<file path="src/mem_bridge_pkg.sv">
/*
  Types shared by the memory-command bridge RTL.
  The bus is fixed at 64 bits because the bus word union is built on it.
  Only uncached single-word reads and writes are encoded.
  Sizes above one bus word do not exist.
*/
`default_nettype none

package mem_bridge_pkg;

  // bytes per bus word and derived widths
  localparam int unsigned bus_bytes_gp  = 8;
  localparam int unsigned bus_width_gp  = bus_bytes_gp * 8;
  localparam int unsigned bus_offset_gp = $clog2(bus_bytes_gp);

  // command kind
  typedef enum logic {
    e_uc_rd = 1'b0,
    e_uc_wr = 1'b1
  } msg_type_e;

  // access size, log2 of the byte count
  typedef enum logic [1:0] {
    e_size_1 = 2'd0,
    e_size_2 = 2'd1,
    e_size_4 = 2'd2,
    e_size_8 = 2'd3
  } msg_size_e;

  // one bus word, whole or lane by lane
  // lane 0 is the least significant byte
  typedef union packed {
    logic [bus_width_gp-1:0]      dword;
    logic [bus_bytes_gp-1:0][7:0] lane;
  } bus_word_u;

endpackage

`default_nettype wire

</file>
<file path="src/wb_master_fsm.sv">
/*
  Wishbone B4 classic master for single transfers.
  cyc and stb come from flops, so there is no combinational path from
  the target's ack back into the strobe.
  A transfer starts only when a command is waiting and the response
  side has room. The low three address bits are dropped, not checked.
  Sub-word accesses use the low byte lanes of the word.
*/
`timescale 1ns/10ps
`default_nettype none

module wb_master_fsm
  import mem_bridge_pkg::*;
#(
  parameter int unsigned sram_addr_width_p = 10
) (
  input  wire logic                                       clk_i,
  input  wire logic                                       arst_n_i,
  input  wire logic                                       head_v_i,
  input  msg_type_e                                       head_type_i,
  input  msg_size_e                                       head_size_i,
  input  wire logic [sram_addr_width_p+bus_offset_gp-1:0] head_addr_i,
  input  wire logic [bus_width_gp-1:0]                    head_data_i,
  input  wire logic                                       room_i,
  input  wire logic                                       ack_i,
  output logic                                            cyc_o,
  output logic                                            stb_o,
  output logic                                            we_o,
  output logic [bus_bytes_gp-1:0]                         sel_o,
  output logic [sram_addr_width_p-1:0]                    adr_o,
  output logic [bus_width_gp-1:0]                         dat_o
);

  typedef enum logic [1:0] {
    e_reset    = 2'b00,
    e_wait_cmd = 2'b01,
    e_wait_ack = 2'b10
  } state_e;

  state_e state_r;
  state_e state_n;
  logic   cyc_n;
  logic   stb_n;

  // bus fields straight from the head command
  assign we_o  = (head_type_i == e_uc_wr);
  assign adr_o = head_addr_i[sram_addr_width_p+bus_offset_gp-1:bus_offset_gp];
  assign dat_o = head_data_i;

  always_comb begin
    case (head_size_i)
      e_size_1: sel_o = 8'h01;
      e_size_2: sel_o = 8'h03;
      e_size_4: sel_o = 8'h0f;
      default:  sel_o = 8'hff;
    endcase
  end

  always_comb begin
    state_n = state_r;
    cyc_n   = 1'b0;
    stb_n   = 1'b0;
    case (state_r)
      e_reset: begin
        state_n = e_wait_cmd;
      end
      // start once a command and a response slot are both there
      e_wait_cmd: begin
        cyc_n = head_v_i & room_i;
        stb_n = head_v_i & room_i;
        if (stb_n) begin
          state_n = e_wait_ack;
        end
      end
      // hold the strobe through the ack cycle, drop it after
      e_wait_ack: begin
        cyc_n = ~ack_i;
        stb_n = ~ack_i;
        if (ack_i) begin
          state_n = e_wait_cmd;
        end
      end
      default: begin
        state_n = e_reset;
      end
    endcase
  end

  always_ff @(posedge clk_i or negedge arst_n_i) begin
    if (!arst_n_i) begin
      state_r <= e_reset;
      cyc_o   <= 1'b0;
      stb_o   <= 1'b0;
    end else begin
      state_r <= state_n;
      cyc_o   <= cyc_n;
      stb_o   <= stb_n;
    end
  end

endmodule

`default_nettype wire

</file>
<file path="config.mk">
export PLATFORM = sky130hd
export DESIGN_NAME = wb_master_fsm
export DESIGN_NICKNAME = d
export VERILOG_FILES = /design/src/mem_bridge_pkg.sv /design/src/wb_master_fsm.sv
export SDC_FILE = /design/constraint.sdc
export NUM_CORES = 1
export LEC_CHECK = 0
export ABC_CLOCK_PERIOD_IN_PS = 3700
export BUFFER_PORTS_ARGS = -buffer_cell sky130_fd_sc_hd__buf_2
export CORE_AREA = 2 2 66 68
export DETAILED_ROUTE_END_ITERATION = 6
export DIE_AREA = 0 0 68 70
export GPL_ROUTABILITY_DRIVEN = 1
export PLACE_DENSITY = 0.8
export SYNTH_ARGS = -nofsm -noshare
export SYNTH_HDL_FRONTEND = slang
export SYNTH_SLANG_ARGS = --single-unit
</file>
<file path="constraint.sdc">
create_clock -name clk_i -period 3.7 [get_ports clk_i]
set_input_delay 0.555 -clock clk_i [delete_from_list [all_inputs] [get_ports clk_i]]
set_output_delay 0.555 -clock clk_i [all_outputs]
set_load 0.1 [all_outputs]
</file>
== Word level (Yosys, flattened, before mapping) ==
Index checks and enable logic that the tools add are counted.

* Equal/unequal tests: 6
* Multiplexer cells: 5
* Bitwise operators: 2
* Reduce and logical (&&, ||, !) cells: 3

{| class="wikitable"
|+ Operator list
! operator !! number
|-
| $pmux W8 S3 || 1
|-
| $pmux W2 S3 || 1
|-
| $eq A2 B1 Y1 const B || 2
|-
| $eq A2 B2 Y1 const B || 2
|-
| $logic_not A2 Y1 || 2
|-
| $mux W2 || 2
|-
| $ne A2 B2 Y1 const B || 2
|-
| $pmux W1 S2 || 1
|-
| $reduce_and A2 Y1 || 1
|-
| $and A1 B1 Y1 || 1
|-
| $not A1 Y1 || 1
|}

* Register bits after elaboration: 3
* Output and inout bits: 85
* Word-level logic and storage cells: 18

== Depth between registers and ports, before layout ==
* Word-level depth: 3
* Depth in mapped cells: 5
* Gate-level depth less buffers: 5

== Least setup slack after synthesis ==
Ideal clock, no wire load.

* Path kind: input port to output port
* From: input head_size_i[1]
* To: output sel_o[3]
* Arrival: 1,850 ps
* Data required time: 3,145 ps
* Setup slack: 1,295 ps
* Stages: 2
* Buffers on the path: 2
* Path through: clkbuf_1 > buf_4

* Word-level cells in the longest chain between the ends: 2
* Elaborated cells between the ends (all ways): 4
* Classes of those cells: 2 x eq/ne; 1 x mux; 1 x reduce/logical

{| class="wikitable"
|+ Ends and longest elaborated chain
! element !! line !! source
|-
| start: declaration || wb_master_fsm.sv:21 || <nowiki>input msg_size_e head_size_i,</nowiki>
|-
| $eq A2 B2 Y1 (tied with other cells) || wb_master_fsm.sv:51 || <nowiki>case (head_size_i)</nowiki>
|-
| $pmux W8 S3 * || wb_master_fsm.sv:51 ||
|-
| end: declaration || wb_master_fsm.sv:29 || <nowiki>output logic [bus_bytes_gp-1:0] sel_o,</nowiki>
|}

Mark *: on every way between the ends. The rest lies on a longest branch, timed or not.

== Worst setup path after layout ==
* From: input head_size_i[1]
* To: output sel_o[7]

The elaborated chain is that of the path after synthesis.

==> impl_results.md <==
* Setup TNS at 0 ns
* Reg clk slew, reported paths at 0.03 ns
* Status: finished, final reports clean
* Die H at 70 um
* Simple logic cell fraction of the synthesized area at 0.0662
* Largest family of logic cells by synthesized area: buffers and inverters
* Gp weighted congestion at 0.681
* Vias in the first global route at 338
* Wl on met1 at 287 um
* Count of input and output buffers at 15
* RSZ-0062 raised after global routing: false
* TritonCTS Buffers at 3
* Die W at 68 um
* Max Cap Viol at 0
* Synth Register Bits at 3
* Bufs on Longest Clock Path at 2
* CTS tree: done
* Distinct cells, synth at 17
* Initial Util at 0.201
* Synth Area in Compound Gates at 0.0346
* Synth top area share at 0.731
* Share of layout cells above drive strength 1 at 0.465
* Setup-failing EPs final at 0
* Max Used Layer: met4
* DRC violations left at 0
* Global route total overflow at 0
* Setup Crit Path Kind: in -> out
* CP endpoint kind: primary output
* Initial antenna violation count at 0
* Core region area at 4140 sq um
* Metal2 WL at 356 um
* DRT antenna net count at 0
* Crit path arrival time at 1.26 ns
* Synthesized area at 832 sq um
* Crit-path max FO at 4
* # IOs at 170
* Commonest non-fill, non-tap cell in the layout: buf_2
* H-tree depth at 1
* Ys Warns at 0
* Syn_nets at 195
* Final Power at 0.305 mW
* CP Data Required Time at 3.14 ns
* Worst min path class: in -> async
* Gr usage total at 0.0507
* NumNets Final at 133
* Final wirelength at 1160 um
* Worst r2r dst: state_r[0]
* Die area at 4760 sq um
* DR pass1 iterations at 4
* Worst r2r src: state_r[0]
* Fin crit period at 1.81 ns
* Worst vdd ir at 0.217 mV
* Area contributors post-synth: buf_4 73%, dfrtp_1 9.0%, ha_1 6.0%
* Hold_ws at 0.129 ns
* Initial DRC count at 14
* First-pass GRT wire length at 1710 um
* Clock sinks at 3
* Final cycle utilization of the critical path at 0.489
* Post-DP HPWL at 912 um
* Final Hold Viols at 0
* Avg Inst Size Synth at 7.85 sq um
* Vias after detailed routing at 317
* Drt wl/cell at 12.2 um
* Setup Fix Bufs, Post-CTS at 0
* Largest net degree at the start of global routing at 6
* Synth area leader: buf_4
* Clock root buffer: clkbuf_8
* Post-synthesis instance total at 106
* Pwr Density at 752 nW/um^2
* Post-Synth Adder-Cell Area at 0.0602
* Post-synthesis xor/xnor area fraction at 0
* Seq/Total Area, Yosys at 0.0902
* Reg2Reg Setup Slack at 2.39 ns
* Final Max Tran Viols at 0
* Worst R2R Path Depth at 5
* Layout area overhead at -51.3%
* Ant diodes at 0
* Std-Cell Rows at 24
* Post-synthesis mux area share at 0
* Skew final at 0.00248 ns
* Avg Vias per Cell at 3.34
* Most frequent cells in the layout: 15 x buf_2, 4 x ha_1, 3 x nand2_1, 3 x clkbuf_8, 3 x dfrtp_1
* Startpoint class of the critical path: primary input
* Fmax achieved at 0.552 GHz
* Clk Latency, worst-skew pair at 0.21 ns
* Post-CTS sizing at 0
* Met3 WL at 274 um
* Reported leakage power at 0.195 nW
* Hold_buf cts at 0
worst max-delay path by stage:
stage	slack (ns)	depth (start not counted)	to	start
6_report	1.89	3	sel_o[7]	head_size_i[1]
3_5_place_dp	1.88	3	sel_o[7]	head_size_i[1]
4_1_cts	1.88	3	sel_o[7]	head_size_i[1]
2_1_floorplan	1.30	2	sel_o[3]	head_size_i[1]
3_3_place_gp	1.91	3	sel_o[1]	head_size_i[1]
5_1_grt	1.84	3	sel_o[7]	head_size_i[1]
Yosys cell counts:
library cell	number
conb_1	1
nand2_1	3
nor2b_1	1
a31oi_1	1
or2_2	1
buf_4	81
dfrtp_1	3
nor2b_2	1
o21a_1	1
o21ai_0	1
clkbuf_1	1
and2_1	1
nand3_1	2
ha_1	4
inv_1	2
a221o_1	1
nand2b_1	1
flip-flops by register name, summed over array words and instances (netlist names):
signal / cells
state_r: 2
stb_o: 1
layer usage:
layer  vias to the layer above  global-route usage
li1                        116                   -
met1                       125              0.0335
met2                        42              0.0324
met3                        34              0.0644
met4                         0               0.118
met5                         -                   0
cell type report:
cell class / count / area, sq um
Clock buffer: 4 / 45.0
Fill cell: 496 / 3740
Inverter: 2 / 7.51
Multi-Input combinational cell: 19 / 138
Sequential cell: 3 / 75.1
Tap cell: 52 / 65.1
Timing Repair Buffer: 15 / 75.1
power breakdown:
group          total [mW]  switching (mW)  internal, mW
clock network      0.0933          0.0200        0.0733
logic               0.153           0.111        0.0426
registers          0.0581          0.0127        0.0454
kinds of logic after synthesis:
logic type	count (synthesis)
simple gates	10
fa+ha+maj	4
buf+inv	84
other cells	1
flops	3
compound gates	4
critical path, cell delays in order:
cell and delay, ns:
buf_2 0.10, and2_1 0.16, buf_2 0.44
per-stage QoR:
| stage | cells | area [sq um] | setup WS (ns) | util |
|---|---|---|---|---|
| floorplan | 106 | 832 | 1.30 | - |
| global placement | 91 | 360 | 1.91 | 0.0870 |
| detailed placement | 91 | 360 | 1.88 | 0.0870 |
| CTS | 95 | 405 | 1.88 | 0.0978 |
| global route | 95 | 405 | 1.84 | 0.0978 |
| finish | 95 | 405 | 1.89 | 0.0978 |
No activity file was read; power rests on OpenSTA's default activity.
