## src/mem_bridge_pkg.sv

```systemverilog
/*
  Types shared by the memory-command bridge RTL.
  The bus is fixed at 64 bits because the bus word union is built on it.
  Only uncached single-word reads and writes are encoded.
  Sizes above one bus word do not exist.
*/
`default_nettype none

package mem_bridge_pkg;

  // bytes per bus word and derived widths
  localparam int unsigned bus_bytes_gp  = 8;
  localparam int unsigned bus_width_gp  = bus_bytes_gp * 8;
  localparam int unsigned bus_offset_gp = $clog2(bus_bytes_gp);

  // command kind
  typedef enum logic {
    e_uc_rd = 1'b0,
    e_uc_wr = 1'b1
  } msg_type_e;

  // access size, log2 of the byte count
  typedef enum logic [1:0] {
    e_size_1 = 2'd0,
    e_size_2 = 2'd1,
    e_size_4 = 2'd2,
    e_size_8 = 2'd3
  } msg_size_e;

  // one bus word, whole or lane by lane
  // lane 0 is the least significant byte
  typedef union packed {
    logic [bus_width_gp-1:0]      dword;
    logic [bus_bytes_gp-1:0][7:0] lane;
  } bus_word_u;

endpackage

`default_nettype wire

```

## src/cmd_buffer.sv

```systemverilog
/*
  Two-entry command queue in front of the Wishbone master.
  The head stays stable until pop_i, so the master and the response
  packer may read its fields for the whole bus transfer.
  pop_i must only be pulsed while head_v_o is high.
*/
`timescale 1ns/10ps
`default_nettype none

module cmd_buffer
  import mem_bridge_pkg::*;
#(
  parameter int unsigned sram_addr_width_p = 10
) (
  input  wire logic                                       clk_i,
  input  wire logic                                       arst_n_i,
  input  wire logic                                       cmd_v_i,
  input  msg_type_e                                       cmd_type_i,
  input  msg_size_e                                       cmd_size_i,
  input  wire logic [sram_addr_width_p+bus_offset_gp-1:0] cmd_addr_i,
  input  wire logic [bus_width_gp-1:0]                    cmd_data_i,
  input  wire logic                                       pop_i,
  output logic                                            cmd_ready_o,
  output logic                                            head_v_o,
  output msg_type_e                                       head_type_o,
  output msg_size_e                                       head_size_o,
  output logic [sram_addr_width_p+bus_offset_gp-1:0]      head_addr_o,
  output logic [bus_width_gp-1:0]                         head_data_o
);

  localparam int unsigned addr_width_lp = sram_addr_width_p + bus_offset_gp;

  // entry storage, no reset needed on payload
  msg_type_e                type_mem [0:1];
  msg_size_e                size_mem [0:1];
  logic [addr_width_lp-1:0] addr_mem [0:1];
  logic [bus_width_gp-1:0]  data_mem [0:1];

  logic       wr_ptr_r;
  logic       rd_ptr_r;
  logic [1:0] count_r;
  logic       push;

  assign cmd_ready_o = (count_r != 2'd2);
  assign head_v_o    = (count_r != 2'd0);
  assign push        = cmd_v_i & cmd_ready_o;

  always_ff @(posedge clk_i) begin
    if (push) begin
      type_mem[wr_ptr_r] <= cmd_type_i;
      size_mem[wr_ptr_r] <= cmd_size_i;
      addr_mem[wr_ptr_r] <= cmd_addr_i;
      data_mem[wr_ptr_r] <= cmd_data_i;
    end
  end

  // pointers and occupancy
  always_ff @(posedge clk_i or negedge arst_n_i) begin
    if (!arst_n_i) begin
      wr_ptr_r <= 1'b0;
      rd_ptr_r <= 1'b0;
      count_r  <= 2'd0;
    end else begin
      if (push) begin
        wr_ptr_r <= ~wr_ptr_r;
      end
      if (pop_i) begin
        rd_ptr_r <= ~rd_ptr_r;
      end
      if (push && !pop_i) begin
        count_r <= count_r + 2'd1;
      end else if (!push && pop_i) begin
        count_r <= count_r - 2'd1;
      end
    end
  end

  // oldest entry
  assign head_type_o = type_mem[rd_ptr_r];
  assign head_size_o = size_mem[rd_ptr_r];
  assign head_addr_o = addr_mem[rd_ptr_r];
  assign head_data_o = data_mem[rd_ptr_r];

endmodule

`default_nettype wire

```

## config.mk

```make
export PLATFORM = sky130hd
export DESIGN_NAME = cmd_buffer
export DESIGN_NICKNAME = d
export VERILOG_FILES = /design/src/mem_bridge_pkg.sv /design/src/cmd_buffer.sv
export SDC_FILE = /design/constraint.sdc
export NUM_CORES = 1
export LEC_CHECK = 0
export BUFFER_PORTS_ARGS = -buffer_cell sky130_fd_sc_hd__buf_4
export CELL_PAD_IN_SITES_DETAIL_PLACEMENT = 0
export CELL_PAD_IN_SITES_GLOBAL_PLACEMENT = 1
export CORE_ASPECT_RATIO = 0.75
export CORE_MARGIN = 4
export CORE_UTILIZATION = 40
export CTS_CLUSTER_DIAMETER = 150
export DETAILED_ROUTE_END_ITERATION = 12
export MAX_ROUTING_LAYER = met4
export PLACE_DENSITY = 0.75
export RECOVER_POWER = 100
export SETUP_SLACK_MARGIN = 0.5
export SLEW_MARGIN = 20
export SYNTH_ARGS = -nofsm -noshare
export SYNTH_HDL_FRONTEND = slang
export SYNTH_SLANG_ARGS = --single-unit
```

## constraint.sdc

```tcl
create_clock -name clk_i -period 4.8 [get_ports clk_i]
set_clock_uncertainty 0.1 [all_clocks]
set_input_delay 0.48 -clock clk_i [delete_from_list [all_inputs] [get_ports clk_i]]
set_output_delay 0.48 -clock clk_i [all_outputs]
set_load 0.05 [all_outputs]
```

; ---- Yosys cells after proc, flatten, opt, wreduce, memory -nomap -nowiden
; Memory sizes are Yosys's and may differ from the RTL's.
; Cells that the tools add are included.
[word_totals]
regBits = 4
latch_bits = 0
mem_bits_rw = 160
mem_bits_ro = 0
in_bits = 84
out_inout_bits = 82
mem_count = 4
[mem_list]
columns = memory, depth, width, read_ports, rd_clocked_by_memory_dff, write_ports, line
row1 = data_mem, 2, 64, 1, 0, 1, cmd_buffer.sv:37  ; logic [bus_width_gp-1:0] data_mem [0:1];
row2 = addr_mem, 2, 13, 1, 0, 1, cmd_buffer.sv:36  ; logic [addr_width_lp-1:0] addr_mem [0:1];
row3 = size_mem, 2, 2, 1, 0, 1, cmd_buffer.sv:35  ; msg_size_e size_mem [0:1];
row4 = type_mem, 2, 1, 1, 0, 1, cmd_buffer.sv:34  ; msg_type_e type_mem [0:1];
[classes]
add_sub_neg = 2
mul = 0
div_mod_pow = 0
n_lt_le_gt_ge = 0
n_eq_ne = 1
n_shift = 0
n_mux = 4
bitwise = 3
n_reduce_logical = 6
[op_table]
columns = operator, count
row1 = $mux 2, 2
row2 = $reduce_bool 2->1, 2
row3 = $add 2x1->2 const B, 1
row4 = $logic_and 1x1->1, 2
row5 = $logic_not 1->1, 2
row6 = $mux 1, 2
row7 = $ne 2x2->1 const B, 1
row8 = $not 1->1, 2
row9 = $sub 2x1->2 const B, 1
row10 = $and 1x1->1, 1

; ---- Logic depth before layout (Yosys ltp)
[logic_depth]
depth_word = 6
mapped_depth = 7
depth_no_buf = 7

; ---- Least setup slack after synthesis
; No wires, ideal clock.
[synth_timing]
kind = reg2reg
start = register count_r[0]
end = memory addr_mem[0][0] (netlist name) (enable)
setup_time_ns = 0.519
arrival_time_ns = 4.407
t_required_ns = 4.181
slack_ns = -0.226
stages_incl_launch_ff = 4
n_path_buf = 0
cell_sequence = dfrtp_1 nand2b_1 nand2_1 nor2_1
[synth_via]
elab_chain_len = 4
[synth_rtl]
columns = element, line
row1 = "start, declared", cmd_buffer.sv:41  ; logic [1:0] count_r;
row2 = "start signal, assigned", cmd_buffer.sv:71  ; count_r <= count_r + 2'd1;
row3 = "start signal, assigned", cmd_buffer.sv:73  ; count_r <= count_r - 2'd1;
row4 = $ne 2x2->1, cmd_buffer.sv:44  ; assign cmd_ready_o = (count_r != 2'd2);
row5 = net cmd_ready_o, cmd_buffer.sv:23  ; output logic cmd_ready_o,
row6 = $and 1x1->1, cmd_buffer.sv:46  ; assign push = cmd_v_i & cmd_ready_o;
row7 = $mux 1, cmd_buffer.sv:49  ; if (push) begin
row8 = $mux 1 (implied by the code), cmd_buffer.sv:52  ; addr_mem[wr_ptr_r] <= cmd_addr_i;
row9 = "end, declared", cmd_buffer.sv:36
; The timed path passes the listed nets, and every way through them passes these cells.

; ---- Worst setup path after layout
[layout_timing]
start = register count_r[0]
end = memory data_mem[1][43] (netlist name) (enable)
[layout_via]
elab_chain_len = 4
[layout_rtl]
columns = element, line
row1 = $ne 2x2->1, cmd_buffer.sv:44
row2 = $and 1x1->1, cmd_buffer.sv:46
row3 = $mux 1, cmd_buffer.sv:49
row4 = $mux 1 (implied by the code), cmd_buffer.sv:53  ; data_mem[wr_ptr_r] <= cmd_data_i;
row5 = "end, declared", cmd_buffer.sv:37
; Every way passes these cells.

==> impl_metrics.tcl <==
set metrics [dict create \
    synth_sequential_area_ratio 0.770 \
    dpl_hpwl_mm 7.57 \
    post_layout_worst_setup_margin_ns 1.34 \
    crit_path_top_delay_cell "sky130_fd_sc_hd__and3_1" \
    tightestPinTransition_ns 2.15 \
    crit_type "reg -> reg" \
    buffering_stage_count_on_the_worst_path_with_inverters_included 1 \
    grtUsageTotal 0.133 \
    worst_reg_to_reg_cells 3 \
    place.port_buffers 165 \
    timing.slew.headroom -0.433 \
    finalCriticalPeriod_ns 3.46 \
    design.die.area_mm2 0.0180 \
    layout.cells.non_filler 664 \
    synth_enable_flop_cells 160 \
    insertion_delay_ns 0.40 \
    initial_antenna_violation_count 0 \
    num-nets-final 532 \
    status "complete, but fails checks" \
    routed_wire_length_mm 11.6 \
    finalHoldViolCount 0 \
    drtAntennaViolNets 0 \
    row_count 39 \
    diodes_inserted 0 \
    synth_area_leader_cell "sky130_fd_sc_hd__edfxtp_1" \
    setup_viol 0 \
    globalplace.congestion 0.729 \
    drc 0 \
    core_region_area_mm2 0.0154 \
    synth.top_cells.by_area "sky130_fd_sc_hd__edfxtp_1 75%, sky130_fd_sc_hd__mux2_4 19%, sky130_fd_sc_hd__buf_12 2.5%" \
    synth-async-reset-ratio 0.0244 \
    grt_first_pass_wirelength_mm 17.5 \
    cpLargestDelayFamily "simple AND/OR/NAND/NOR gates" \
    tns_ns 0 \
    cts_setup_buffers 0 \
    synth.top_cells.by_count "160 x sky130_fd_sc_hd__edfxtp_1, 79 x sky130_fd_sc_hd__mux2_4, 8 x sky130_fd_sc_hd__buf_12, 4 x sky130_fd_sc_hd__dfrtp_1, 3 x sky130_fd_sc_hd__xor2_1" \
    timing.critical_path.required_ns 4.72 \
    pre_cts_slack_ns 2.18 \
    cp_cell_sequence "nand2b_1 > and3_1 > clkbuf_2" \
    cellLeakagePower_uw 0.00288 \
    power_per_unit_of_standard_cell_area_mw_per_mm2 729 \
    timing.critical_path.arrival_ns 3.38 \
    holdPathStages 2 \
    ctsLongestPathBuffers 2 \
    critPathMaxStageDelay_ns 1.28 \
    synthesis.yosys.warnings 0 \
    postSynthCellCount 267 \
    clkSlewWorstSetupHoldPaths_ns 0.06 \
    irDropWorstVdd_uv 390 \
    fmaxAchievable_mhz 289 \
    grt-ovfl-total 0 \
    yosysMostFrequentCell "sky130_fd_sc_hd__edfxtp_1" \
    final_slew_viol_count 117 \
    grt_start_max_net_pins 81 \
    fp.dieW_um 154 \
    drive_above_1_share 0.366 \
    starting_density_of_the_core 0.413 \
    violations "max-capacitance violations, max-slew violations" \
    die_y_um 117 \
    endpoint_kind "flip-flop" \
    syn_avg_cell_area_um2 23.8 \
    post-route-period-util 0.721 \
    holdCritPathClass "in -> reg" \
    clock-sinks 164 \
    synth_area_mm2 0.00637 \
    syn_nets 352 \
    tritoncts "yes" \
    maxCapViolCount 2 \
    vias 3068 \
    synth_top_area_frac 0.755 \
    cts_max_level 4 \
    most_used_flip_flop_cell_after_synthesis "sky130_fd_sc_hd__edfxtp_1" \
    placedCellCount 631 \
    layout_stage_area_growth_over_the_synthesis_result_pct 24.0 \
    grt_pass1_vias 3211 \
    fin_util 0.512 \
    fill_cells 1327 \
    vias_per_cell 4.62 \
    path_max_fanout 46 \
    ioPinCount 166 \
    dr_wl_cell_um 17.5 \
    ys_seq_elements 164 \
    rsz0062_at_grt "no" \
    total_stage_count_of_the_critical_path 3 \
    drt_pass1_iterations 4 \
    cts_buffers 17 \
    drt-initial-drc-count 169 \
    critPathLaunchType "flip-flop" \
    quantity_of_gates_resized_following_cts 0 \
    clock_tree.root_cell "sky130_fd_sc_hd__clkbuf_16" \
    synth_cell_types 15 \
]
==> flip-flops by register name, indices dropped and copies added (netlist names) <==
| signal | count |
|---|---|
| size_mem | 4 |
| rd_ptr_r | 1 |
| count_r | 2 |
| wr_ptr_r | 1 |
| type_mem | 2 |
| addr_mem | 26 |
| data_mem | 128 |
==> worst paths after layout <==
check | from | endpoint | slack, ns
worst max-delay path | count_r[0] | data_mem[1][43] | 1.34
worst min-delay path | pop_i | rd_ptr_r | 0.16
worst max register to register | count_r[0] | data_mem[1][43] | 1.34
worst min register to register | count_r[1] | count_r[1] | 0.39
max in group asynchronous | arst_n_i | rd_ptr_r | 4.03
min in group asynchronous | arst_n_i | wr_ptr_r | 0.36
==> cell families after synthesis <==
kind of cell	Yosys count	synth area share
buffers and inverters	11	0.0281
DFF	164	0.770
adders and majority gates	1	0.00196
and+or+nand+nor	6	0.00472
muxes	80	0.188
xor gates and xnor gates	5	0.00688
==> through the flow <==
| stage | total power (uW) | instance area [um2] | hold slack [ns] |
|---|---|---|---|
| floorplan | 4270 | 6370 | 0.0844 |
| global placement | 4810 | 7730 | 0.179 |
| detailed placement | 4830 | 7730 | 0.181 |
| CTS | 6170 | 8320 | 0.123 |
| global route | 6020 | 7890 | 0.139 |
| finish | 5760 | 7890 | 0.160 |
==> timing repair <==
item | CTS | global route
hold endpoints to repair | 4 | 0
endpoints found under the setup margin | 0 | 0
hold buffers | 1 | 0
==> final cells by class <==
| cell class | count | area, um2 | share of cell area |
|---|---|---|---|
| sequential | 164 | 4910 | 0.622 |
| multi-input combinational | 92 | 1070 | 0.136 |
| timing repair buffer | 170 | 1070 | 0.135 |
| clock buffer | 17 | 425 | 0.0539 |
| tap | 205 | 256 | 0.0325 |
| clock inverter | 14 | 154 | 0.0195 |
| inverter | 2 | 7.51 | 0.000951 |
==> worst register-to-register path: stages (launching register included) <==
cell	delay, ns
sky130_fd_sc_hd__dfrtp_1	0.41
sky130_fd_sc_hd__nand2b_1	0.18
sky130_fd_sc_hd__and3_1	1.28
sky130_fd_sc_hd__clkbuf_2	1.07
==> per-layer routing <==
| metal | vias up | share of wire | track usage |
|---|---|---|---|
| met2 | 128 | 0.44 | 0.189 |
| met1 | 1515 | 0.47 | 0.177 |
| met4 | 0 | 0.0069 | 0.0388 |
| met3 | 9 | 0.080 | 0.0529 |
| met5 | - | 0 | - |
| li1 | 1416 | - | - |
==> where the power goes <==
group | total (uW) | switching, uW | internal (uW)
combinational | 2320 | 1640 | 677
sequential | 2130 | 146 | 1980
clock | 1320 | 546 | 770
==> placed cells by master, fill, tap and decap left out, drive strengths merged, types with 3 or more instances in the layout <==
cell type,instances
clkbuf,123
edfxtp,160
clkinv,5
clkinvlp,3
xor2,3
mux2,80
buf,63
inv,6
dfrtp,4
Note: power is estimated with default switching activity, not from simulation.
