<file path="src/mem_bridge_pkg.sv">
/*
  Types shared by the memory-command bridge RTL.
  The bus is fixed at 64 bits because the bus word union is built on it.
  Only uncached single-word reads and writes are encoded.
  Sizes above one bus word do not exist.
*/
`default_nettype none

package mem_bridge_pkg;

  // bytes per bus word and derived widths
  localparam int unsigned bus_bytes_gp  = 8;
  localparam int unsigned bus_width_gp  = bus_bytes_gp * 8;
  localparam int unsigned bus_offset_gp = $clog2(bus_bytes_gp);

  // command kind
  typedef enum logic {
    e_uc_rd = 1'b0,
    e_uc_wr = 1'b1
  } msg_type_e;

  // access size, log2 of the byte count
  typedef enum logic [1:0] {
    e_size_1 = 2'd0,
    e_size_2 = 2'd1,
    e_size_4 = 2'd2,
    e_size_8 = 2'd3
  } msg_size_e;

  // one bus word, whole or lane by lane
  // lane 0 is the least significant byte
  typedef union packed {
    logic [bus_width_gp-1:0]      dword;
    logic [bus_bytes_gp-1:0][7:0] lane;
  } bus_word_u;

endpackage

`default_nettype wire

</file>
<file path="src/resp_pack.sv">
/*
  Response side of the bridge.
  On each ack the low bytes of the returned word, as many as the access
  size, are repeated across all 64 bits and queued with the echoed header.
  Holds up to two responses. room_o low means the master must wait.
  A push while full is not guarded here.
*/
`timescale 1ns/10ps
`default_nettype none

module resp_pack
  import mem_bridge_pkg::*;
#(
  parameter int unsigned sram_addr_width_p = 10
) (
  input  wire logic                                       clk_i,
  input  wire logic                                       arst_n_i,
  input  wire logic                                       ack_i,
  input  msg_type_e                                       head_type_i,
  input  msg_size_e                                       head_size_i,
  input  wire logic [sram_addr_width_p+bus_offset_gp-1:0] head_addr_i,
  input  wire logic [bus_width_gp-1:0]                    wb_dat_i,
  input  wire logic                                       resp_ready_i,
  output logic                                            room_o,
  output logic                                            resp_v_o,
  output msg_type_e                                       resp_type_o,
  output msg_size_e                                       resp_size_o,
  output logic [sram_addr_width_p+bus_offset_gp-1:0]      resp_addr_o,
  output logic [bus_width_gp-1:0]                         resp_data_o
);

  localparam int unsigned addr_width_lp = sram_addr_width_p + bus_offset_gp;

  msg_type_e                type_mem [0:1];
  msg_size_e                size_mem [0:1];
  logic [addr_width_lp-1:0] addr_mem [0:1];
  bus_word_u                data_mem [0:1];

  bus_word_u  raw_word;
  bus_word_u  rep_word;
  logic [2:0] lane_mask;
  logic       wr_ptr_r;
  logic       rd_ptr_r;
  logic [1:0] count_r;
  logic       pop;

  // lane i takes byte (i mod size) of the returned word
  assign raw_word  = wb_dat_i;
  assign lane_mask = 3'((4'd1 << head_size_i) - 4'd1);

  always_comb begin
    for (int i = 0; i < bus_bytes_gp; i++) begin
      rep_word.lane[i] = raw_word.lane[3'(i) & lane_mask];
    end
  end

  assign room_o   = (count_r != 2'd2);
  assign resp_v_o = (count_r != 2'd0);
  assign pop      = resp_v_o & resp_ready_i;

  always_ff @(posedge clk_i) begin
    if (ack_i) begin
      type_mem[wr_ptr_r] <= head_type_i;
      size_mem[wr_ptr_r] <= head_size_i;
      addr_mem[wr_ptr_r] <= head_addr_i;
      data_mem[wr_ptr_r] <= rep_word;
    end
  end

  always_ff @(posedge clk_i or negedge arst_n_i) begin
    if (!arst_n_i) begin
      wr_ptr_r <= 1'b0;
      rd_ptr_r <= 1'b0;
      count_r  <= 2'd0;
    end else begin
      if (ack_i) wr_ptr_r <= ~wr_ptr_r;
      if (pop)   rd_ptr_r <= ~rd_ptr_r;
      if (ack_i && !pop) begin
        count_r <= count_r + 2'd1;
      end else if (!ack_i && pop) begin
        count_r <= count_r - 2'd1;
      end
    end
  end

  assign resp_type_o = type_mem[rd_ptr_r];
  assign resp_size_o = size_mem[rd_ptr_r];
  assign resp_addr_o = addr_mem[rd_ptr_r];
  assign resp_data_o = data_mem[rd_ptr_r].dword;

endmodule

`default_nettype wire

</file>
<file path="config.mk">
export PLATFORM = sky130hd
export DESIGN_NAME = resp_pack
export DESIGN_NICKNAME = d
export VERILOG_FILES = /design/src/mem_bridge_pkg.sv /design/src/resp_pack.sv
export SDC_FILE = /design/constraint.sdc
export NUM_CORES = 1
export LEC_CHECK = 0
export BUFFER_PORTS_ARGS = -buffer_cell sky130_fd_sc_hd__buf_4
export CORE_MARGIN = 8
export CORE_UTILIZATION = 48
export DETAILED_ROUTE_END_ITERATION = 6
export PLACE_DENSITY = 0.8
export SYNTH_ARGS = -nofsm -noshare
export SYNTH_HDL_FRONTEND = slang
export SYNTH_SLANG_ARGS = --single-unit
</file>
<file path="constraint.sdc">
create_clock -name clk_i -period 4.6 [get_ports clk_i]
set_input_delay 0.23 -clock clk_i [delete_from_list [all_inputs] [get_ports clk_i]]
set_output_delay 0.23 -clock clk_i [all_outputs]
set_load 0.05 [all_outputs]
</file>
# After elaboration in Yosys (flattened, before gate mapping)
# Memories as Yosys holds them, arrays and structs flattened.
# Index checks and enable logic that the tools add are counted.
[word_totals]
regBits = 4
ramBits = 160
output_inout_bits = 82
elab_cells = 46
mem_count = 4
[op_classes]
add_sub_neg = 3
magnitude_cmp = 7
eq_ne = 1
shifts = 1
mux = 18
bitwise = 3
n_reduce_logical = 6
[mem_list]
columns = ["name", "words", "width", "rd", "rd_ports_with_merged_regs", "write_ports", "line", "text"]
rows = [
  ["data_mem", 2, 64, 1, 0, 1, "resp_pack.sv:37", "bus_word_u data_mem [0:1];"],
  ["addr_mem", 2, 13, 1, 0, 1, "resp_pack.sv:36", "logic [addr_width_lp-1:0] addr_mem [0:1];"],
  ["size_mem", 2, 2, 1, 0, 1, "resp_pack.sv:35", "msg_size_e size_mem [0:1];"],
  ["type_mem", 2, 1, 1, 0, 1, "resp_pack.sv:34", "msg_type_e type_mem [0:1];"],
]
[op_table]
columns = ["op", "n"]
rows = [
  ["8-bit 2-to-1 mux", 10],
  ["8-bit binary-select mux with 2-bit select", 3],
  ["8-bit binary-select mux with 3-bit select", 1],
  ["3-bit by 4-bit less-than comparator with 1-bit output, second input constant", 4],
  ["2-bit by 4-bit less-than comparator with 1-bit output, second input constant", 2],
  ["1-bit by 4-bit less-than comparator with 1-bit output, second input constant", 1],
  ["2-bit 2-to-1 mux", 2],
  ["2-bit nonzero test", 2],
  ["1-bit by 2-bit left shift with 3-bit output, first input constant", 1],
  ["3-bit by 1-bit subtractor with 3-bit output, second input constant", 1],
  ["2-bit by 1-bit adder with 2-bit output, second input constant", 1],
  ["1-bit logical AND", 2],
  ["1-bit zero test", 2],
  ["1-bit 2-to-1 mux", 2],
  ["2-bit != test, second input constant", 1],
  ["1-bit inverter", 2],
  ["2-bit by 1-bit subtractor with 2-bit output, second input constant", 1],
  ["1-bit bitwise AND", 1],
]

# Depth between registers and ports, before layout
# Gate-level depths: netlist of the first run.
[depth]
word_depth = 5
mapped_depth = 6

# Worst setup path after synthesis of the first run
# OpenSTA, ideal clock, no wires.
[synth_path]
path_kind = "register -> register"
startpoint = "reg wr_ptr_r"
endpoint = "mem addr_mem[0][0] (netlist name) (enable)"
setup_ns = 0.528
arrival_ns = 3.950
required_time_ns = 4.072
slack_ns = 0.122
path_stages_with_launch = 2
period_less_slack_ns = 4.478
path_cell_list = "dfrtp_1 -> nor2b_1"
[synth_lines]
columns = ["item", "line", "text"]
rows = [
  ["start, declared", "resp_pack.sv:42", "logic wr_ptr_r;"],
  ["start signal, assigned", "resp_pack.sv:76", "if (ack_i) wr_ptr_r <= ~wr_ptr_r;"],
  ["end, declared", "resp_pack.sv:36", ""],
]
# Straight into the memory's write port.

# Worst setup path after layout of the first run
[layout_path]
startpoint = "reg rd_ptr_r"
endpoint = "out resp_data_o[47]"
[layout_between]
elab_chain_cells = 1
[layout_rtl]
columns = ["item", "line", "text"]
rows = [
  ["start, declared", "resp_pack.sv:43", "logic rd_ptr_r;"],
  ["start signal, assigned", "resp_pack.sv:77", "if (pop) rd_ptr_r <= ~rd_ptr_r;"],
  ["memory 2 x 64 bit", "--", ""],
  ["end, declared", "resp_pack.sv:29", "output logic [bus_width_gp-1:0] resp_data_o"],
]
# No other way between the ends.

==> impl_summary.md, run 1 <==
Logic synthesis
Of the post-synthesis cell area, the part taken by muxes is 0.205. Of the total synthesized cell area, the portion taken by full adders, half adders and majority gates is 0.00181. sky130_fd_sc_hd__edfxtp_1 takes more of the synthesized area than any other cell.

The share of synthesized cell area in and, or, nand and nor gates is 0.0201. For this run, the number of Yosys warnings is 0. The fraction of the yosys area taken by sequential cells is 0.711. Ranked by total cell area, the synthesized netlist is headed by sky130_fd_sc_hd__edfxtp_1, sky130_fd_sc_hd__mux2_2, sky130_fd_sc_hd__mux2i_1. Synthesis handed over a netlist of between 300 and 400 instances.

The number of flip-flops and latches in the synthesized netlist is 164. The compound-gate portion of the synthesized area was 0.0319. After synthesis, the netlist uses 23 different library cells. The xor-xnor portion of the synthesized cell area is 0.00635.

The average cell area after synthesis is between 15 and 20 sq um. When the netlist entered floorplanning its net count stood at approximately 470. The post-synth design cell area is 6890 sq um.

The main combinational cell family by area after synthesis is multiplexers. Of the post-synthesis cell area, the dominant cell type holds 0.697.

Worst setup path
The critical path in this run is classified as register to output port. The delay of the slowest critical-path stage is 1160 ps. The highest fanout seen on the critical path is a little over 80. Traced cell by cell, the critical path runs through mux2_2 > buf_4. The worst register-to-register path ends at data_mem[0][21]. The most critical setup path has its endpoint at resp_data_o[47].

STA classifies the critical path endpoint as an output port. In this run the register-to-register setup slack is ~2800 ps. The arrival time of the worst setup path is approximately 2300 ps.

For this design, the slowest cell found on the critical path is sky130_fd_sc_hd__dfrtp_4. For the worst setup path, the data required time is around 4400 ps. The number of cell instances on the worst register-to-register path is 2. The startpoint identified for the worst register-to-register timing path is wr_ptr_r.

The startpoint class of the critical path is a register. The start point of the critical path is rd_ptr_r.

Placed design
The placed cell count is 720. Routability-driven placement finished with a final weighted congestion of 0.753. Input and output buffers added on the ports amount to roughly 170. The HPWL reported at the end of detailed placement is roughly 10000 microns.

Global routing
The initial antenna violation count came to 0. Entering global routing, the biggest net connects 82 pins. After global routing the overflow that remains totals 0. The all-layer global routing usage is 0.166.

The first global-routing pass estimated around 23000 microns of wire. The via count of the first global-routing pass is around 4300.

Floorplanning
The die covers ~18000 sq um. The die extent in x is ~140 microns. In this run the count of I/O pins placed on the die edge is 166. The die height is 136 microns. After floorplanning, the core was sized to cover about 14000 sq um. For this configuration, the core starts out at a cell density of 0.484. The floorplan has between 40 and 50 rows.

Clocking
Clock tree synthesis found a total of ~160 sinks. The clock latency on the worst-skew pair is ~420 ps. The clock transition at the registers of the reported paths is 60 ps. The count of instances resized after the clock tree is built is 0. The number of CTS-inserted buffers is 17. The clock passes through at most 2 buffers.

TritonCTS built the clock tree. In this run the clock root is driven by a sky130_fd_sc_hd__clkbuf_16. The H-tree depth is 4.

Power
The power per standard cell area is 676 nW/um^2. The leakage power is 3.43 nW. The worst-case IR drop observed on VDD is roughly 0.37 mV.

Job
Across the run, the number of max-cap violations was 0.

STA
The peak clock frequency supported by timing is between 0.3 and 0.4 GHz. For the pin with the worst max-slew slack, the measured transition is between 1000 and 1500 ps. The time the final worst path needs with I/O delays and setup is roughly 2500 ps. The final clock skew is roughly 5 ps. Setup repair after global routing left no endpoint under its margin. The number of pins with negative max-slew slack in the final report came to 0.

The number of endpoints with negative hold slack in the final report was 0. The post-route clock period utilization is 0.549. After routing, the total negative slack on setup checks comes to 0 ps. The setup-violating endpoint count in the final report is 0. Measured against its own limit, the worst slew margin works out to 0.235.

Detailed routing
For this run, design rule violations remaining after detail routing come to 0. The first detailed-routing pass took 4 iterations. The mean routed wirelength per cell is approximately 20 microns.

Detailed routing inserted a total of approximately 4000 vias. The routed via count divided by cell count is 5.19. The routed design has 15600 microns of wire. The violation count after the first detailed-route iteration is approximately 180. In this run the remaining antenna-violating nets after routing total 0.

Cells and area
Fill cells in the final layout number 1058. Leaving out fill and tap cells, the most frequent cells in the layout are sky130_fd_sc_hd__buf_4, sky130_fd_sc_hd__edfxtp_1, sky130_fd_sc_hd__mux2_2, sky130_fd_sc_hd__a21oi_1, sky130_fd_sc_hd__mux2i_1. The net count reported at finish is approximately 660. The antenna cell count is 0. Leaving out fill and tap cells, the most frequent cell in the layout is sky130_fd_sc_hd__buf_4. Compared with the post-synthesis result, the final layout area differs by 30.5%. The layout cell share with drive strength beyond 1 is 0.518. The count of cells in the finished layout, fillers not included, comes to ~770.

Worst hold path
The path class of the lowest-slack min-delay path is input pin to register.

Outcome
The run finished with clean final reports.
-- metrics by stage --
step                      area (sq um)  setup WS (ps)  power, W   util  hold slack [ps]
final                             9000           2080   0.00609  0.631             34.3
after floorplan                   6890            122   0.00398      -            -65.6
after global routing              9000           1970   0.00629  0.631             26.4
after global placement            8250           2530   0.00467  0.579             25.4
after CTS                         9000           2060   0.00615  0.631             22.0
after detailed placement          8250           2520   0.00470  0.579             29.8
-- what timing repair did --
item                                    in CTS  in global routing
hold buffers                                15                  0
buffers inserted                             0                  0
hold endpoints to repair                    32                  0
endpoints found under the setup margin       0                  0
-- power by group --
part	internal [W]	total, W	switching [W]
Clock	0.000899	0.00143	0.000532
Sequential	0.00201	0.00223	0.000218
Combinational	0.000833	0.00243	0.00159
Total	0.00374	0.00609	0.00234
-- area by class of cell --
class / count / area, sq um / share of cell area
sequential: 164 / 4910 / 0.545
multi-input combinational: 198 / 1840 / 0.204
timing repair buffer: 181 / 1400 / 0.155
clock buffer: 20 / 437 / 0.0485
tap: 184 / 230 / 0.0256
clock inverter: 12 / 161 / 0.0179
inverter: 8 / 30.0 / 0.00334
-- worst min-delay path by stage --
stage,slack (ps),to,depth (start not counted),from
CTS,20,wr_ptr_r,2,ack_i
global placement,30,count_r[1],1,arst_n_i
finish,30,wr_ptr_r,2,ack_i
floorplan,-70,count_r[0],0,arst_n_i
detailed placement,30,rd_ptr_r,1,arst_n_i
global route,30,wr_ptr_r,2,ack_i
-- cell usage after synthesis --
master / n
sky130_fd_sc_hd__nor2_4: 1
sky130_fd_sc_hd__edfxtp_1: 160
sky130_fd_sc_hd__a21oi_1: 32
sky130_fd_sc_hd__nor2_1: 9
sky130_fd_sc_hd__mux2i_1: 24
sky130_fd_sc_hd__or2_2: 1
sky130_fd_sc_hd__buf_4: 2
sky130_fd_sc_hd__buf_6: 2
sky130_fd_sc_hd__nor2b_1: 6
sky130_fd_sc_hd__nand2b_1: 1
sky130_fd_sc_hd__and2_1: 1
sky130_fd_sc_hd__xor2_1: 3
sky130_fd_sc_hd__xnor2_1: 2
sky130_fd_sc_hd__buf_8: 2
sky130_fd_sc_hd__nand2_1: 1
sky130_fd_sc_hd__inv_1: 8
sky130_fd_sc_hd__mux2_2: 104
sky130_fd_sc_hd__a211oi_1: 8
sky130_fd_sc_hd__and2b_1: 3
sky130_fd_sc_hd__nand2_4: 1
sky130_fd_sc_hd__ha_1: 1
sky130_fd_sc_hd__dfrtp_1: 4
sky130_fd_sc_hd__buf_2: 13
-- state kept, by name, indices dropped and copies added (netlist names) --
register  cells
rd_ptr_r      1
addr_mem     26
wr_ptr_r      1
data_mem    128
size_mem      4
type_mem      2
count_r       2
-- kinds of logic after synthesis --
| logic type | Yosys count |
|---|---|
| compound gates | 40 |
| xor+xnor | 5 |
| fa+ha+maj | 1 |
| buf+inv | 27 |
| flops | 164 |
| mux | 128 |
| simple gates | 24 |
-- routing by layer --
metal	global-route usage	up-vias	wire length, microns
li1	-	1870	-
met1	0.194	1959	6480
met2	0.275	129	7710
met3	0.0573	23	1070
met4	0.0691	0	320
met5	0	-	0
-- critical path: cells and delay by family, from the launching register on --
kind | cells | cell delay [ps]
muxes | 1 | 460
DFF | 1 | 1160
buffers and inverters | 1 | 200
Note: power is estimated with default switching activity, not from simulation.
==> inputs of run 2 (changes only) <==
Clock period 4.6 ns to 2.3 ns, I/O delays scaled along.
==> run 2 against run 1 <==
Compared with the run above: combinational power is 110% higher; critical endpoint is now resp_data_o[46]; sequential cell count stayed put; global-route usage is 0.45 points higher; register-to-register slack worse by 2000 ps; setup slack worse by 2000 ps; sequential share of layout area is 1.0 points lower.
==> impl_summary.md, run 2 (synthesis results as in run 1) <==
Clocking
The cell chosen for the clock root is sky130_fd_sc_hd__clkbuf_16. The clock latency on the worst-skew pair is between 400 and 500 ps. The number of buffers between clock root and the deepest sink is 2. The CTS tree is done. The clock tree synthesis step divided the H-tree into 4 levels.

The number of clock sinks is 164. The clock transition at the registers of the reported paths is around 60 ps. The count of instances resized after the clock tree is built is 0. The number of clock buffers added by TritonCTS is 17. Post-CTS timing repair inserted 0 buffers for setup.

Floorplanning
From bottom edge to top edge, the die measures between 100 and 150 microns. The number of ports placed on the die boundary is roughly 170. In this run the horizontal extent of the chip is around 140 microns. Row generation in the floorplan step produced 44 rows. The initial standard-cell utilization of the core is 0.484. The core area is roughly 14000 sq um. The full die area is between 15000 and 20000 sq um.

Detailed routing
The first-pass iteration count of the detailed router is 4. In the routed layout, each cell is associated on average with a via count of between 5 and 6. In the routed design, unresolved DRC markers number 0. The mean routed wirelength per cell is around 20 microns. The count of vias placed by the detailed router is 4036. The antenna violation net count after detailed routing is 0.

The total length of routed wires is 15600 microns. The violation count after the first detailed-route iteration is between 200 and 250.

Global routing
The via count of the first global-routing pass is 4501. Across every metal layer, demand over resource in global routing totals 0.171. The overflow left after global routing is 0.

The first global-routing pass estimated ~24000 microns of wire. The initial antenna violation count is 0. The pin count of the biggest net entering global routing is between 80 and 90.

STA
Of the available clock period, the critical path in the final layout requires 0.954. For the pin with the worst max-slew slack, the measured transition is 600 ps. Derived from the worst setup path, the maximum achievable clock frequency is about 0.46 GHz. The number of endpoints with negative hold slack in the final report came to 0.

The routed design could run at a clock period as short as roughly 2200 ps. The sum of negative setup slack is 0 ps. The number of pins with negative max-slew slack in the final report is 0. The relative slew slack is 0.600. Setup slack on the critical path of the routed design comes to 105 ps.

Setup repair after global routing left no endpoint under its margin. Setup violations remaining at the end of the flow were counted as 0. The final clock skew is ~4.6 ps.

Cells and area
Of the cells placed in the final design, the portion with a size suffix greater than 1 is 0.521. The antenna cell count is 0. The largest registers in the layout are data_mem x128, addr_mem x26, size_mem x4. The register with the highest flop count is data_mem. The final layout contains 669 nets.

Leaving out fill and tap cells, the most frequent cells in the layout are sky130_fd_sc_hd__buf_4, sky130_fd_sc_hd__edfxtp_1, sky130_fd_sc_hd__mux2_2, sky130_fd_sc_hd__a21oi_1. The final core utilization is 0.643. Relative to the synthesized area, the layout overhead comes to 33.0%.

Leaving out fill and tap cells, the most frequent cell in the layout is sky130_fd_sc_hd__buf_4. The number of flip-flops in the largest register is about 130. The number of fill cells is 1037.

Placed design
Detailed placement finished with a half-perimeter wire length of ~10000 microns. During placement, the flow inserted port buffers numbering between 150 and 200. The congestion estimate from routability-driven global placement came to about 0.75. Timing analysis after detailed placement gives a worst setup slack of between 500 and 600 ps.

Worst setup path
The buffers plus inverters on the worst setup path is 2. The startpoint class of the critical path is a register. The highest fanout seen on the critical path is 39. For this run, the slowest stage of the critical path takes approximately 800 ps. The slowest stage of the critical path is the sky130_fd_sc_hd__dfrtp_4 cell. The kind of end point of the critical path is an output port. The worst setup path category is register to output port. Among cell families on the critical path, the largest total delay comes from flip-flops. The required time at the endpoint of the critical path is 2180 ps. The arrival time of the worst setup path is 2080 ps.

The signal on the critical path passes through buf_12 > mux2_2 > buf_4.

Power
The peak supply drop is ~0.95 mV. Power spread over the standard cell area amounts to approximately 1300 nW/um^2. In this run the static leakage power is ~3.5 nW.

Outcome
The run finished with clean final reports.

Worst hold path
In this run the worst hold path is classified as input pin to register.

Job
Max-cap violations in this run came to 0.
## run 2: cell types whose count changed in the layout (fill, tap and decap cells not counted), sizes merged
cell / delta
bufinv: -1
dlygate4sd3: +9
buf: +5
clkinvlp: +1
clkinv: +2
clkbuf: -2
## run 2: path summary, 6_finish.rpt
path	startpoint	end	slack (ps)	cells after the start
max	rd_ptr_r	resp_data_o[46]	100	3
min	resp_ready_i	rd_ptr_r	10	3
max reg2reg	count_r[0]	count_r[1]	790	6
min reg2reg	count_r[1]	count_r[1]	490	1
max in group asynchronous	arst_n_i	rd_ptr_r	2150	2
min in group asynchronous	arst_n_i	count_r[0]	30	2
## run 2: worst register-to-register path, stage by stage (launching register included)
cell and delay (ps):
sky130_fd_sc_hd__dfrtp_1 420, sky130_fd_sc_hd__or2_2 320, sky130_fd_sc_hd__nand2_1 110, sky130_fd_sc_hd__ha_1 170
sky130_fd_sc_hd__xor2_1 160, sky130_fd_sc_hd__nor2_1 70, sky130_fd_sc_hd__xor2_1 140
## run 2: report_power, final
part | total (W) | internal [W] | switching (W) | leakage, nW
sequential | 0.00430 | 0.00401 | 0.000290 | 1.54
clock | 0.00281 | 0.00170 | 0.00111 | 0.283
combinational | 0.00511 | 0.00176 | 0.00335 | 1.68
## run 2: layout make-up
type,count,area (sq um),share of cell area
Clock buffer,18,429,0.0468
Clock inverter,14,163,0.0177
Inverter,8,30.0,0.00327
Multi-Input combinational cell,198,1840,0.200
Sequential cell,164,4910,0.535
Tap cell,184,230,0.0251
Timing Repair Buffer,195,1570,0.172
## run 2: metrics by stage
stage	total power, W	instance area (sq um)	cells	hold slack (ps)
after global routing	0.0127	9170	781	11.3
final	0.0122	9170	781	9.64
after detailed placement	0.00950	8340	725	-84.3
after CTS	0.0123	9170	781	0.374
after global placement	0.00944	8340	725	-88.6
after floorplan	0.00792	6900	389	-181
## run 2: metal layers
layer,global-route usage,share of wire
met1,0.208,0.41
met2,0.284,0.50
met3,0.0499,0.068
met4,0.0617,0.016
met5,0,0
## run 2: what timing repair did
action | in CTS | in global routing
setup endpoints to repair | 0 | 0
endpoints found under the hold margin | 49 | 0
hold buffers | 24 | 0
==> inputs of run 3 (changes only) <==
--- a/config.mk
+++ b/config.mk
@@ -8,7 +8,7 @@
 export BUFFER_PORTS_ARGS = -buffer_cell sky130_fd_sc_hd__buf_4
 export CORE_MARGIN = 8
-export CORE_UTILIZATION = 48
+export CORE_UTILIZATION = 58
 export DETAILED_ROUTE_END_ITERATION = 6
-export PLACE_DENSITY = 0.8
+export PLACE_DENSITY = 0.9
 export SYNTH_ARGS = -nofsm -noshare
 export SYNTH_HDL_FRONTEND = slang
==> constraint.sdc (replaced) <==
create_clock -name clk_i -period 2.7 [get_ports clk_i]
set_input_delay 0.405 -clock clk_i [delete_from_list [all_inputs] [get_ports clk_i]]
set_output_delay 0.405 -clock clk_i [all_outputs]
set_load 0.05 [all_outputs]
==> run 3 against run 2 <==
Compared with the run above: worst hold slack improved by 160 ps; sequential cell count unchanged; critical path depth unchanged; clock power decreased by 10%; combinational power decreased by 14%; via count decreased by 0.37%; final cell count decreased by 7.7%; die area decreased by 15%; register-to-register slack improved by 330 ps; global-route usage increased by 2.6 points; total power decreased by 14%; wire length decreased by 0.22%; largest cell class unchanged; highest routed layer unchanged.
==> impl_summary.md, run 3 (synthesis results as in run 1) <==
Worst setup path
Traced cell by cell, the critical path runs through buf_4 > mux2_2 > buf_4. The worst setup slack for register-to-register paths is between 1000 and 1500 ps. The delay of the slowest critical-path stage is about 700 ps. The startpoint class of the critical path is a register.

The slowest stage of the critical path is the sky130_fd_sc_hd__dfrtp_4 cell. The highest fanout seen on the critical path is 33. The critical path runs through a total of 3 cells.

The worst setup path category is register to output port. Counting cells, the worst reg-to-reg path comes to 2. The most frequent cell on the critical path is sky130_fd_sc_hd__buf_4.

At the worst endpoint, the arrival time is approximately 2100 ps. STA classifies the critical path endpoint as an output port. The startpoint identified for the worst register-to-register timing path is wr_ptr_r. At the worst endpoint, the required time is approximately 2300 ps. Among cell families on the critical path, the largest total delay comes from flip-flops. Counting both buffers and inverters, the worst setup path holds a total of 2.

The endpoint of the worst register-to-register path is data_mem[1][29].

STA
The time the final worst path needs with I/O delays and setup is 2470 ps. The number of pins with negative max-slew slack in the final report was 0. The peak clock frequency supported by timing is about 0.40 GHz. For the pin with the worst max-slew slack, the measured transition is 687 ps.

The sum of negative setup slack is 0 ps. Setup repair after global routing left no endpoint under its margin. The post-route clock period utilization is 0.915.

The number of endpoints with negative hold slack in the final report is 0. The setup-violating endpoint count in the final report is 0. The final clock skew is between 4 and 5 ps.

The relative slew slack is 0.542.

Detailed routing
Dividing the detail-routed wire length by the instance count gives around 22 microns. The count of vias placed by the detailed router is around 4000. The number of DRC violations after detailed routing is 0. Dividing the detail-routed via count by the number of cells gives approximately 5.6. The first-pass iteration count of the detailed router is 5. Wires add up to between 15000 and 20000 microns. The violation count after the first detailed-route iteration is 196. Once detail routing completed, the nets flagged for antenna violations numbered 0.

Clocking
Buffers inserted during clock tree synthesis total 17. Post-CTS repair changed the size of 0 cells. The number of clock sinks is 164.

The root buffer cell chosen for the clock tree is sky130_fd_sc_hd__clkbuf_16. The clock transition at the registers of the reported paths is about 60 ps. The number of buffers between clock root and the deepest sink is 2. The clock latency on the worst-skew pair is around 420 ps.

TritonCTS built the clock tree. The H-tree generated during clock tree synthesis spans 4 levels.

Global routing
The initial antenna violation count is 0. Across every metal layer, demand over resource in global routing totals 0.197. Entering global routing, the biggest net connects 61 pins. The via count of the first global-routing pass is around 4400. The overflow left after global routing is 0. The first global-routing pass estimated roughly 23000 microns of wire.

Floorplanning
The floorplan step defined a die boundary enclosing between 15000 and 20000 sq um. Pin placement for this block handled 166 I/O pins. From bottom edge to top edge, the die measures roughly 130 microns.

The initial utilization of the core area, before any placement, comes to 0.584. The core area is ~12000 sq um. The number of placement rows is 40.

The die is between 100 and 150 microns wide.

Power
The peak supply drop is about 0.7 mV. The power per standard cell area is roughly 1200 nW/um^2. For this design the static power due to leakage is around 3.4 nW.

Cells and area
The final core utilization is 0.756. Ranked by flip-flop count, first place goes to data_mem. The area growth from synthesis to final layout is 29.5%.

In the final layout, the registers with the most flip-flops are data_mem x128, addr_mem x26, size_mem x4. In the final layout, the share of cells above drive strength 1 is 0.538. The register with the most flip-flops in the layout has ~130 of them.

The number of fill cells is ~700. The library cell used most frequently in the layout, excluding fill and tap cells, is sky130_fd_sc_hd__buf_4. In the final design database the tool counted 647 nets.

The repair_antennas step left the layout with diodes totalling 0. In the layout the commonest cells are sky130_fd_sc_hd__buf_4, sky130_fd_sc_hd__edfxtp_1, sky130_fd_sc_hd__mux2_2, sky130_fd_sc_hd__a21oi_1, sky130_fd_sc_hd__mux2i_1.

Worst hold path
The worst hold path depth is 1. The startpoint identified for the worst hold timing path is head_addr_i[1]. In this run the worst hold path is classified as input pin to register. For hold timing, the worst endpoint is addr_mem[0][1].

Placed design
The count of input and output buffers is ~170. The HPWL reported at the end of detailed placement is 10400 microns. Routability-driven placement finished with a final weighted congestion of roughly 0.76.

Outcome
The flow ran to the end, and the final reports show no timing, DRC or antenna violations.

Job
The tool flagged a number of max-cap violations equal to 0.
==> run 3: cell count changes in the layout (fill, tap and decap cells not counted), sizes merged <==
cell	previous run	this run
clkinvlp	3	2
dlygate4sd3	24	1
buf	171	172
clkinv	8	4
clkbuf	18	20
bufinv	3	5
==> run 3: worst max-delay path by stage <==
stage / start / to / slack, ps
finish: rd_ptr_r / resp_data_o[39] / 230
global route: rd_ptr_r / resp_data_o[0] / 150
CTS: rd_ptr_r / resp_data_o[0] / 200
detailed placement: rd_ptr_r / resp_data_o[0] / 660
global placement: rd_ptr_r / resp_addr_o[1] / 700
floorplan: ack_i / addr_mem[0][0] / 650
==> run 3: routing by layer <==
layer / share of wire / vias up / track usage
met5: 0 / - / 0
met3: 0.079 / 27 / 0.0769
met2: 0.52 / 168 / 0.332
li1: - / 1853 / -
met1: 0.38 / 1973 / 0.219
met4: 0.021 / 0 / 0.0867
==> run 3: layout make-up <==
class | count | area [sq um] | share of cell area
multi-input combinational | 198 | 1840 | 0.206
sequential | 164 | 4910 | 0.550
clock inverter | 11 | 184 | 0.0206
inverter | 8 | 30.0 | 0.00336
timing repair buffer | 173 | 1350 | 0.151
clock buffer | 20 | 437 | 0.0489
tap | 147 | 184 | 0.0206
==> run 3: worst register-to-register path: stages (launching register included) <==
cell and delay, ps:
sky130_fd_sc_hd__dfrtp_1 430, sky130_fd_sc_hd__and2_4 360, sky130_fd_sc_hd__buf_4 450
==> run 3: power breakdown <==
part	internal [W]	switching, W	total [W]
registers	0.00341	0.000230	0.00364
logic	0.00148	0.00289	0.00437
clock network	0.00163	0.000909	0.00253
total	0.00652	0.00402	0.0105
==> run 3: through the flow <==
stage	setup slack (ps)	power (W)	instances	hold slack, ps	area [sq um]
3_5_place_dp	661	0.00808	689	205	8300
2_1_floorplan	654	0.00674	389	109	6900
4_1_cts	205	0.0106	721	150	8930
6_report	229	0.0105	721	170	8930
5_1_grt	151	0.0109	721	147	8930
3_3_place_gp	701	0.00800	689	201	8300
==> run 3: what timing repair did <==
item / in CTS / in global routing
buffers inserted: 0 / 0
hold endpoints to repair: 4 / 0
hold buffers: 1 / 0
